**src/verilog/dircc_pkg.sv**
```systemverilog
package dircc_pkg;

    // Packet is four 32-bit words, least significant word first
    typedef logic [127:0] packet_t;

    typedef logic [15:0] node_addr_t;     // Hardware node address
    typedef logic [31:0] src_addr_t;      // Node address, port, flag byte
    typedef logic [31:0] lamport_t;
    typedef logic [31:0] device_state_t;  // Application accumulator

    // Host memory port
    typedef logic [15:0] mem_word_t;
    typedef logic [3:0]  mem_addr_t;

    // Word positions inside a packet
    localparam int word_bits    = 32;
    localparam int word_dest    = 0;
    localparam int word_src     = 1;
    localparam int word_lamport = 2;
    localparam int word_payload = 3;

    // Status register map
    localparam mem_addr_t reg_state_lo    = 4'd0;
    localparam mem_addr_t reg_state_hi    = 4'd1;
    localparam mem_addr_t reg_control     = 4'd2;  // Bit 0 requests a port 1 send
    localparam mem_addr_t reg_num_targets = 4'd3;  // [1:0] port 0, [5:4] port 1
    localparam mem_addr_t reg_target_0_0  = 4'd4;
    localparam mem_addr_t reg_target_0_1  = 4'd5;
    localparam mem_addr_t reg_target_1_0  = 4'd6;
    localparam mem_addr_t reg_target_1_1  = 4'd7;

    // Fan-out shape of the single device
    localparam int num_ports   = 2;
    localparam int max_targets = 2;

    // Scheduler states
    typedef enum logic [1:0] {
        idle,
        load,
        fan_out
    } port_state_t;

endpackage : dircc_pkg

```
**src/verilog/dircc_device_handlers.sv**
```systemverilog
`timescale 1ns/1ps

module dircc_device_handlers (
    input  dircc_pkg::device_state_t read_state,
    input  dircc_pkg::packet_t       packet_data,
    output dircc_pkg::device_state_t receive_state,
    output dircc_pkg::device_state_t send_payload
);

    import dircc_pkg::*;

    device_state_t in_payload;

    // Application payload sits in the top word
    assign in_payload = packet_data[word_payload*word_bits +: word_bits];

    // Receive handler accumulates into the device state
    assign receive_state = read_state + in_payload;

    // Send handler publishes the current state unchanged
    assign send_payload = read_state;

endmodule : dircc_device_handlers

```
**src/verilog/dircc_packet_receiver.sv**
```systemverilog
`timescale 1ns/1ps

module dircc_packet_receiver #(
    parameter int BITS_PER_SYMBOL  = 8,
    parameter int SYMBOLS_PER_BEAT = 4
) (
    input  logic                                        clk,
    input  logic                                        reset_n,

    input  logic [BITS_PER_SYMBOL*SYMBOLS_PER_BEAT-1:0] data,
    input  logic [$clog2(SYMBOLS_PER_BEAT)-1:0]         empty,  // Always whole beats
    input  logic                                        startofpacket,
    input  logic                                        endofpacket,
    input  logic                                        valid,
    output logic                                        ready,

    output logic                                        packet_valid,
    output dircc_pkg::packet_t                          packet_data,
    input  logic                                        packet_handled
);

    import dircc_pkg::*;

    localparam int data_width = BITS_PER_SYMBOL * SYMBOLS_PER_BEAT;
    localparam int beats      = $bits(packet_t) / data_width;
    localparam int cnt_w      = (beats > 1) ? $clog2(beats) : 1;

    logic [cnt_w-1:0] beat_cnt;
    logic [cnt_w-1:0] beat_idx;
    logic             take_beat;
    packet_t          assembly;

    assign take_beat = valid && ready;

    // A start beat always lands in word slot 0
    assign beat_idx = startofpacket ? '0 : beat_cnt;

    assign packet_data = assembly;

    always_ff @(posedge clk or negedge reset_n) begin
        if (!reset_n) begin
            beat_cnt     <= '0;
            packet_valid <= 1'b0;
            ready        <= 1'b1;
        end else begin
            if (take_beat) begin
                if (endofpacket) begin
                    beat_cnt     <= '0;
                    packet_valid <= 1'b1;
                    ready        <= 1'b0;  // Hold off upstream until handled
                end else if (beat_idx < cnt_w'(beats - 1)) begin
                    beat_cnt <= beat_idx + 1'b1;
                end else begin
                    beat_cnt <= '0;        // Overlong packet wraps
                end
            end

            if (packet_handled) begin
                packet_valid <= 1'b0;
                ready        <= 1'b1;
            end
        end
    end

    // Payload register, no reset needed
    always_ff @(posedge clk) begin
        if (take_beat) begin
            assembly[beat_idx*data_width +: data_width] <= data;
        end
    end

endmodule : dircc_packet_receiver

```
**src/verilog/dircc_packet_sender.sv**
```systemverilog
`timescale 1ns/1ps

module dircc_packet_sender #(
    parameter int BITS_PER_SYMBOL  = 8,
    parameter int SYMBOLS_PER_BEAT = 4
) (
    input  logic                                        clk,
    input  logic                                        reset_n,

    input  logic                                        write_packet,
    input  dircc_pkg::packet_t                          packet_data,
    output logic                                        sending,

    output logic [BITS_PER_SYMBOL*SYMBOLS_PER_BEAT-1:0] data,
    output logic [$clog2(SYMBOLS_PER_BEAT)-1:0]         empty,
    output logic                                        startofpacket,
    output logic                                        endofpacket,
    output logic                                        valid,
    input  logic                                        ready
);

    import dircc_pkg::*;

    localparam int data_width = BITS_PER_SYMBOL * SYMBOLS_PER_BEAT;
    localparam int beats      = $bits(packet_t) / data_width;
    localparam int cnt_w      = (beats > 1) ? $clog2(beats) : 1;

    packet_t          pkt_q;
    logic [cnt_w-1:0] beat_cnt;
    logic             last_beat;
    logic             accept;

    assign accept    = write_packet && !sending;
    assign last_beat = (beat_cnt == cnt_w'(beats - 1));

    // Outputs come straight from registers so they hold under back-pressure
    assign data          = pkt_q[beat_cnt*data_width +: data_width];
    assign empty         = '0;
    assign startofpacket = (beat_cnt == '0);
    assign endofpacket   = last_beat;
    assign valid         = sending;

    always_ff @(posedge clk or negedge reset_n) begin
        if (!reset_n) begin
            sending  <= 1'b0;
            beat_cnt <= '0;
        end else if (accept) begin
            sending  <= 1'b1;
            beat_cnt <= '0;
        end else if (sending && ready) begin
            if (last_beat) begin
                sending  <= 1'b0;
                beat_cnt <= '0;
            end else begin
                beat_cnt <= beat_cnt + 1'b1;
            end
        end
    end

    always_ff @(posedge clk) begin
        if (accept) begin
            pkt_q <= packet_data;
        end
    end

endmodule : dircc_packet_sender

```
**src/verilog/dircc_processing.sv**
```systemverilog
`timescale 1ns/1ps

module dircc_processing #(
    parameter int BITS_PER_SYMBOL  = 8,
    parameter int SYMBOLS_PER_BEAT = 4
) (
    input  logic                                        clk,
    input  logic                                        reset_n,

    input  logic [BITS_PER_SYMBOL*SYMBOLS_PER_BEAT-1:0] input_data,
    input  logic [$clog2(SYMBOLS_PER_BEAT)-1:0]         input_empty,
    input  logic                                        input_startofpacket,
    input  logic                                        input_endofpacket,
    input  logic                                        input_valid,
    output logic                                        input_ready,

    output logic [BITS_PER_SYMBOL*SYMBOLS_PER_BEAT-1:0] output_data,
    output logic [$clog2(SYMBOLS_PER_BEAT)-1:0]         output_empty,
    output logic                                        output_startofpacket,
    output logic                                        output_endofpacket,
    output logic                                        output_valid,
    input  logic                                        output_ready,

    input  dircc_pkg::mem_addr_t                        mem_address,
    input  logic                                        mem_write,
    input  dircc_pkg::mem_word_t                        mem_writedata,
    output dircc_pkg::mem_word_t                        mem_readdata,

    input  dircc_pkg::node_addr_t                       node_address
);

    import dircc_pkg::*;

    localparam int port_w = $clog2(num_ports);
    localparam int tidx_w = $clog2(max_targets);

    logic          packet_valid;
    logic          packet_handled;
    packet_t       packet_in;
    packet_t       packet_out;
    logic          write_packet;
    logic          sending;
    device_state_t read_state;
    device_state_t receive_state;
    device_state_t send_payload;
    logic          send_request;
    logic [1:0]    num_targets_0;
    logic [1:0]    num_targets_1;
    node_addr_t    target_0_0;
    node_addr_t    target_0_1;
    node_addr_t    target_1_0;
    node_addr_t    target_1_1;

    port_state_t          state;
    lamport_t             lamport;
    lamport_t             in_stamp;
    lamport_t             out_stamp;
    device_state_t        out_payload;
    logic [num_ports-1:0] rts;            // Ready-to-send per port
    logic [port_w-1:0]    pending_port;
    logic [port_w-1:0]    port_sel;
    logic [1:0]           raw_count;
    logic [1:0]           port_count;
    logic [1:0]           cnt_latch;
    logic [tidx_w-1:0]    target_idx;
    logic                 last_target;
    node_addr_t           dest;
    src_addr_t            src_word;

    dircc_packet_receiver #(
        .BITS_PER_SYMBOL  (BITS_PER_SYMBOL),
        .SYMBOLS_PER_BEAT (SYMBOLS_PER_BEAT)
    ) receiver_inst (
        .clk            (clk),
        .reset_n        (reset_n),
        .data           (input_data),
        .empty          (input_empty),
        .startofpacket  (input_startofpacket),
        .endofpacket    (input_endofpacket),
        .valid          (input_valid),
        .ready          (input_ready),
        .packet_valid   (packet_valid),
        .packet_data    (packet_in),
        .packet_handled (packet_handled)
    );

    dircc_packet_sender #(
        .BITS_PER_SYMBOL  (BITS_PER_SYMBOL),
        .SYMBOLS_PER_BEAT (SYMBOLS_PER_BEAT)
    ) sender_inst (
        .clk           (clk),
        .reset_n       (reset_n),
        .write_packet  (write_packet),
        .packet_data   (packet_out),
        .sending       (sending),
        .data          (output_data),
        .empty         (output_empty),
        .startofpacket (output_startofpacket),
        .endofpacket   (output_endofpacket),
        .valid         (output_valid),
        .ready         (output_ready)
    );

    dircc_status_register status_register_inst (
        .clk               (clk),
        .reset_n           (reset_n),
        .mem_address       (mem_address),
        .mem_write         (mem_write),
        .mem_writedata     (mem_writedata),
        .mem_readdata      (mem_readdata),
        .read_state        (read_state),
        .write_state       (receive_state),
        .write_state_valid (packet_handled),  // State written in the handled cycle
        .send_request      (send_request),
        .num_targets_0     (num_targets_0),
        .num_targets_1     (num_targets_1),
        .target_0_0        (target_0_0),
        .target_0_1        (target_0_1),
        .target_1_0        (target_1_0),
        .target_1_1        (target_1_1)
    );

    dircc_device_handlers handlers_inst (
        .read_state    (read_state),
        .packet_data   (packet_in),
        .receive_state (receive_state),
        .send_payload  (send_payload)
    );

    assign in_stamp       = packet_in[word_lamport*word_bits +: word_bits];
    assign packet_handled = (state == idle) && packet_valid;
    assign write_packet   = (state == fan_out) && (cnt_latch != 2'd0) && !sending;
    assign last_target    = (2'(target_idx) + 2'd1 == cnt_latch);

    // Lowest pending port wins
    always_comb begin
        pending_port = '0;
        for (int i = num_ports - 1; i >= 0; i--) begin
            if (rts[i]) begin
                pending_port = port_w'(i);
            end
        end
    end

    assign raw_count  = pending_port[0] ? num_targets_1 : num_targets_0;
    assign port_count = (raw_count > 2'(max_targets)) ? 2'(max_targets) : raw_count;

    always_comb begin
        case ({port_sel, target_idx})
            2'b00:   dest = target_0_0;
            2'b01:   dest = target_0_1;
            2'b10:   dest = target_1_0;
            default: dest = target_1_1;
        endcase
    end

    assign src_word = {node_address, 8'(port_sel), 8'h00};  // Flag byte zero

    always_comb begin
        packet_out = '0;
        packet_out[word_dest*word_bits +: word_bits]    = 32'(dest);
        packet_out[word_src*word_bits +: word_bits]     = src_word;
        packet_out[word_lamport*word_bits +: word_bits] = out_stamp;
        packet_out[word_payload*word_bits +: word_bits] = out_payload;
    end

    always_ff @(posedge clk or negedge reset_n) begin
        if (!reset_n) begin
            state      <= idle;
            lamport    <= '0;
            rts        <= '0;
            port_sel   <= '0;
            cnt_latch  <= '0;
            target_idx <= '0;
        end else begin
            case (state)
                idle: begin
                    if (packet_valid) begin
                        lamport <= ((lamport > in_stamp) ? lamport : in_stamp) + 32'd1;
                        rts[0]  <= 1'b1;
                    end else if (|rts) begin
                        state <= load;
                    end
                end
                load: begin
                    lamport    <= lamport + 32'd1;  // Send handler tick
                    port_sel   <= pending_port;
                    cnt_latch  <= port_count;
                    target_idx <= '0;
                    state      <= fan_out;
                end
                fan_out: begin
                    if (cnt_latch == 2'd0) begin
                        rts[port_sel] <= 1'b0;      // No targets on this port
                        state         <= idle;
                    end else if (!sending) begin
                        if (last_target) begin
                            rts[port_sel] <= 1'b0;
                            state         <= idle;
                        end else begin
                            target_idx <= target_idx + 1'b1;
                        end
                    end
                end
                default: state <= idle;
            endcase

            // New host request survives a same-cycle clear
            if (send_request) begin
                rts[1] <= 1'b1;
            end
        end
    end

    always_ff @(posedge clk) begin
        if (state == load) begin
            out_payload <= send_payload;
            out_stamp   <= lamport + 32'd1;
        end
    end

endmodule : dircc_processing

```
**src/verilog/dircc_status_register.sv**
```systemverilog
`timescale 1ns/1ps

module dircc_status_register (
    input  logic                    clk,
    input  logic                    reset_n,

    input  dircc_pkg::mem_addr_t    mem_address,
    input  logic                    mem_write,
    input  dircc_pkg::mem_word_t    mem_writedata,
    output dircc_pkg::mem_word_t    mem_readdata,

    output dircc_pkg::device_state_t read_state,
    input  dircc_pkg::device_state_t write_state,
    input  logic                    write_state_valid,
    output logic                    send_request,

    output logic [1:0]              num_targets_0,
    output logic [1:0]              num_targets_1,
    output dircc_pkg::node_addr_t   target_0_0,
    output dircc_pkg::node_addr_t   target_0_1,
    output dircc_pkg::node_addr_t   target_1_0,
    output dircc_pkg::node_addr_t   target_1_1
);

    import dircc_pkg::*;

    device_state_t state_q;

    assign read_state = state_q;

    always_ff @(posedge clk or negedge reset_n) begin
        if (!reset_n) begin
            state_q       <= '0;
            send_request  <= 1'b0;
            num_targets_0 <= '0;
            num_targets_1 <= '0;
            target_0_0    <= '0;
            target_0_1    <= '0;
            target_1_0    <= '0;
            target_1_1    <= '0;
        end else begin
            send_request <= mem_write && (mem_address == reg_control) && mem_writedata[0];

            if (mem_write) begin
                case (mem_address)
                    reg_state_lo:    state_q[15:0]  <= mem_writedata;
                    reg_state_hi:    state_q[31:16] <= mem_writedata;
                    reg_num_targets: begin
                        num_targets_0 <= mem_writedata[1:0];
                        num_targets_1 <= mem_writedata[5:4];
                    end
                    reg_target_0_0:  target_0_0 <= mem_writedata;
                    reg_target_0_1:  target_0_1 <= mem_writedata;
                    reg_target_1_0:  target_1_0 <= mem_writedata;
                    reg_target_1_1:  target_1_1 <= mem_writedata;
                    default: ;
                endcase
            end

            // Handler result beats a host write to the state words
            if (write_state_valid) begin
                state_q <= write_state;
            end
        end
    end

    // One-cycle read latency
    always_ff @(posedge clk or negedge reset_n) begin
        if (!reset_n) begin
            mem_readdata <= '0;
        end else begin
            case (mem_address)
                reg_state_lo:    mem_readdata <= state_q[15:0];
                reg_state_hi:    mem_readdata <= state_q[31:16];
                reg_num_targets: mem_readdata <= {10'd0, num_targets_1, 2'd0, num_targets_0};
                reg_target_0_0:  mem_readdata <= target_0_0;
                reg_target_0_1:  mem_readdata <= target_0_1;
                reg_target_1_0:  mem_readdata <= target_1_0;
                reg_target_1_1:  mem_readdata <= target_1_1;
                default:         mem_readdata <= '0;  // Control is write-only
            endcase
        end
    end

endmodule : dircc_status_register
```
**config.mk**
```make
export PLATFORM = sky130hd
export DESIGN_NAME = dircc_processing
export DESIGN_NICKNAME = d
export VERILOG_FILES = /design/src/verilog/dircc_pkg.sv /design/src/verilog/dircc_device_handlers.sv /design/src/verilog/dircc_packet_receiver.sv /design/src/verilog/dircc_packet_sender.sv /design/src/verilog/dircc_processing.sv /design/src/verilog/dircc_status_register.sv
export SDC_FILE = /design/constraint.sdc
export NUM_CORES = 1
export LEC_CHECK = 0
export ABC_AREA = 1
export BUFFER_PORTS_ARGS = -buffer_cell sky130_fd_sc_hd__buf_2
export CORE_UTILIZATION = 35
export CTS_CLUSTER_SIZE = 24
export DETAILED_ROUTE_END_ITERATION = 16
export PLACE_DENSITY_LB_ADDON = 0.1
export RECOVER_POWER = 50
export SETUP_SLACK_MARGIN = 0.5
export SLEW_MARGIN = 0
export SYNTH_ARGS = -nofsm -noshare
export SYNTH_HDL_FRONTEND = slang
export SYNTH_SLANG_ARGS = --single-unit
```
**constraint.sdc**
```tcl
create_clock -name clk -period 5.9 [get_ports clk]
set_clock_uncertainty 0.2 [all_clocks]
set_input_delay 1.18 -clock clk [delete_from_list [all_inputs] [get_ports clk]]
set_output_delay 1.18 -clock clk [all_outputs]
set_load 0.005 [all_outputs]
```
==> flow_summary_export.csv <==
group,metric,value,unit
global_routing,gr-total-overflow,0,
route,via_count,15800,
flow_run,maxCapViolations,6,
cts,clock_path_buffers,3,
finish,drive_gt1_frac,0.115,
synth,synth_edf_count,225,
worst_setup_path,crit_path_end_kind,"flip-flop",
synth,synthAdderAreaFrac,0.0448,
die,rows,87,
power_and_ir_drop,p_leak,9.76,nW
worst_setup_path,cp.arrival,4.65,ns
route,drc_errors,0,
place,port-buffer-count,126,
synth,synth_mux_area_frac,0.000500,
synth,dominantRegCellSynth,"edfxtp_1",
worst_setup_path,cp-start-kind,"flip-flop",
timing,fmax,229,MHz
global_routing,grt_util_all_layers,0.230,
place,dpl.hpwl,48900,um
synth,mappedNetlistArea,20000,um^2
synth,synth_seq_cells,389,
timing,max_slew_margin,-0.856,
cts,clock-root-buffer,"clkbuf_16",
cts,cts_hold_buf,0,
synth,yosys.area_share.simple,0.201,
status,violations,"capacitance limit, slew limit",
synth,ys_warn_count,0,
timing,hold_viol_final,0,
cts,clk_pin_slew_worst_paths,0.06,ns
power_and_ir_drop,ir_drop,0.278,mV
worst_setup_path,cp_slowest_stage_delay,1.39,ns
synth,synth-compound-area-share,0.126,
timing,timing.final.crit_share,0.741,
synth,synth_top_family_by_area,"simple AND/OR/NAND/NOR gates",
route,dr.first_iter.drc_count,1260,
route,drt_wl_total,65900,um
cts,post_cts_buffers,0,
worst_setup_path,crit_fanout,31,
global_routing,grt_pass1_wl,97600,um
route,drt_pre_antenna_iters,7,
place,routabilityCongestion,0.905,
die,dieWidth,241,um
finish,layout_common_cells,"nand2_1, inv_1, edfxtp_1",
worst_setup_path,cpMaxStageDelayCell,"clkinv_1",
timing,grt_setup_unrepaired,"no",
route,vias_per_cell,5.08,
die,dieHeight,241,um
global_routing,grt_max_degree,87,
worst_hold_path,holdCritPathClass,"reg -> reg",
die,design.core.area,56400,um^2
cts,clock_latency,0.59,ns
worst_setup_path,path_cells,"nor2_4 -> clkbuf_1 -> clkinv_1 -> o22ai_1 -> o21bai_1 -> inv_1",
global_routing,antenna_found_initial,0,
cts,cts_repair_resize_count,0,
synth,yosys.area_share.xor_xnor,0.0192,
cts,cts_made_buffers,45,
die,initial_utilization,0.355,
route,wl_per_cell,21.2,um
synth,post_synth_num_cell_types,65,
timing,tightest_slew,2.78,ns
route,ant_nets,0,
timing,finalSetupTns,0,ns
worst_setup_path,criticalPathCategory,"reg -> reg",
status,status,"finished with violations",
global_routing,grt_pass1_vias,15100,
timing,setup_viol,0,
timing,min_period,4.37,ns
worst_setup_path,cp.required,6.18,ns
timing,hold_slack,0.218,ns
cts,htreeDepth,2,
finish,layout_commonest_cell,"nand2_1",
die,dieArea,58100,um^2
cts,cts_sinks,389,
finish,syn_to_final_growth,14.5,%
synth,synth.yosys.seq_area_share,0.543,
synth,postSynthAreaPerCell,9.12,um^2
die,ios,131,
finish,nNetsFinal,2458,
cts,tritoncts,"done",
timing,slew_violations,244,
synth,syn-instance-count,2192,
power_and_ir_drop,p_per_area,525,nW/um^2
synth,synth-async-reset-ratio,0.422,
synthesized netlist by cell type (all sizes together), types with 19 or more instances:
library cell,count,share of area
nand2,516,0.10
a221oi,24,0.011
nor2,235,0.048
o22ai,33,0.011
ha,70,0.044
o21ai,194,0.049
nand3,130,0.033
nor3,19,0.0064
xor2,29,0.013
o211ai,24,0.0090
dfrtp,163,0.20
edfxtp,225,0.34
a21oi,82,0.021
inv,255,0.048
clkbuf,57,0.011
path summary, 6_finish.rpt:
check / start / slack, ns / end / cells past startpoint
min: out_payload[18] / 0.22 / sender_inst.pkt_q[114] / 0
min reg2reg: out_payload[18] / 0.22 / sender_inst.pkt_q[114] / 0
max reg2reg: state[1] / 1.53 / lamport[12] / 6
min in group asynchronous: reset_n / 0.44 / cnt_latch[0] / 1
max in group asynchronous: reset_n / 1.94 / lamport[20] / 2
max: state[1] / 1.53 / lamport[12] / 6
cells by family after synthesis:
group | after synthesis
other cells | 1
compound gates | 421
xor+xnor | 43
flops | 389
buf+inv | 331
fa+ha+maj | 71
simple gates | 935
mux | 1
routing by layer:
layer,up-vias,GRT usage,share of wire
met5,-,0,0
met4,0,0.0566,0.023
met2,449,0.347,0.44
met1,7572,0.343,0.48
met3,82,0.0341,0.055
li1,7679,-,-
worst max-delay path: cells and delay by family, from the launching register on:
family	cells	cell delay (ns)
AO/OA/AOI/OAI	2	0.71
buffers and inverters	3	2.79
flip-flops	1	0.42
AND/OR/NAND/NOR	1	0.12
state kept, by name, indices dropped and copies added (netlist names), 16 cells and up:
register	cells
sender_inst.pkt_q	97
receiver_inst.packet_data	64
lamport	32
out_payload	32
out_stamp	32
status_register_inst.read_state	32
status_register_inst.mem_readdata	16
status_register_inst.target_0_0	16
status_register_inst.target_0_1	16
status_register_inst.target_1_0	16
status_register_inst.target_1_1	16
through the flow:
stage	setup slack (ns)	utilization	power, mW	instance area (um^2)	cells
floorplan	1.81	-	7.31	20000	2193
global placement	1.81	0.380	9.12	21400	3019
detailed placement	1.75	0.380	9.16	21400	3019
CTS	1.72	0.407	12.1	23000	3103
global route	1.22	0.406	12.8	22900	3103
finish	1.53	0.406	12.0	22900	3105
final cells by class:
cell class,instances,area [um^2]
clock buffers,61,1270
inverters,259,972
multi-input cells,1473,7830
diodes,2,5.00
clock inverters,23,272
flip-flops and latches,389,10900
repair buffers,142,743
fillers,5799,33500
well taps,756,946
power by group:
part / total [mW] / switching [mW] / leakage [nW] / internal [mW]
registers: 4.59 / 0.878 / 4.07 / 3.71
clock network: 2.90 / 1.16 / 0.748 / 1.73
logic: 4.54 / 3.09 / 4.94 / 1.45
total: 12.0 / 5.13 / 9.76 / 6.90
Power figures use the tool's default switching activity.
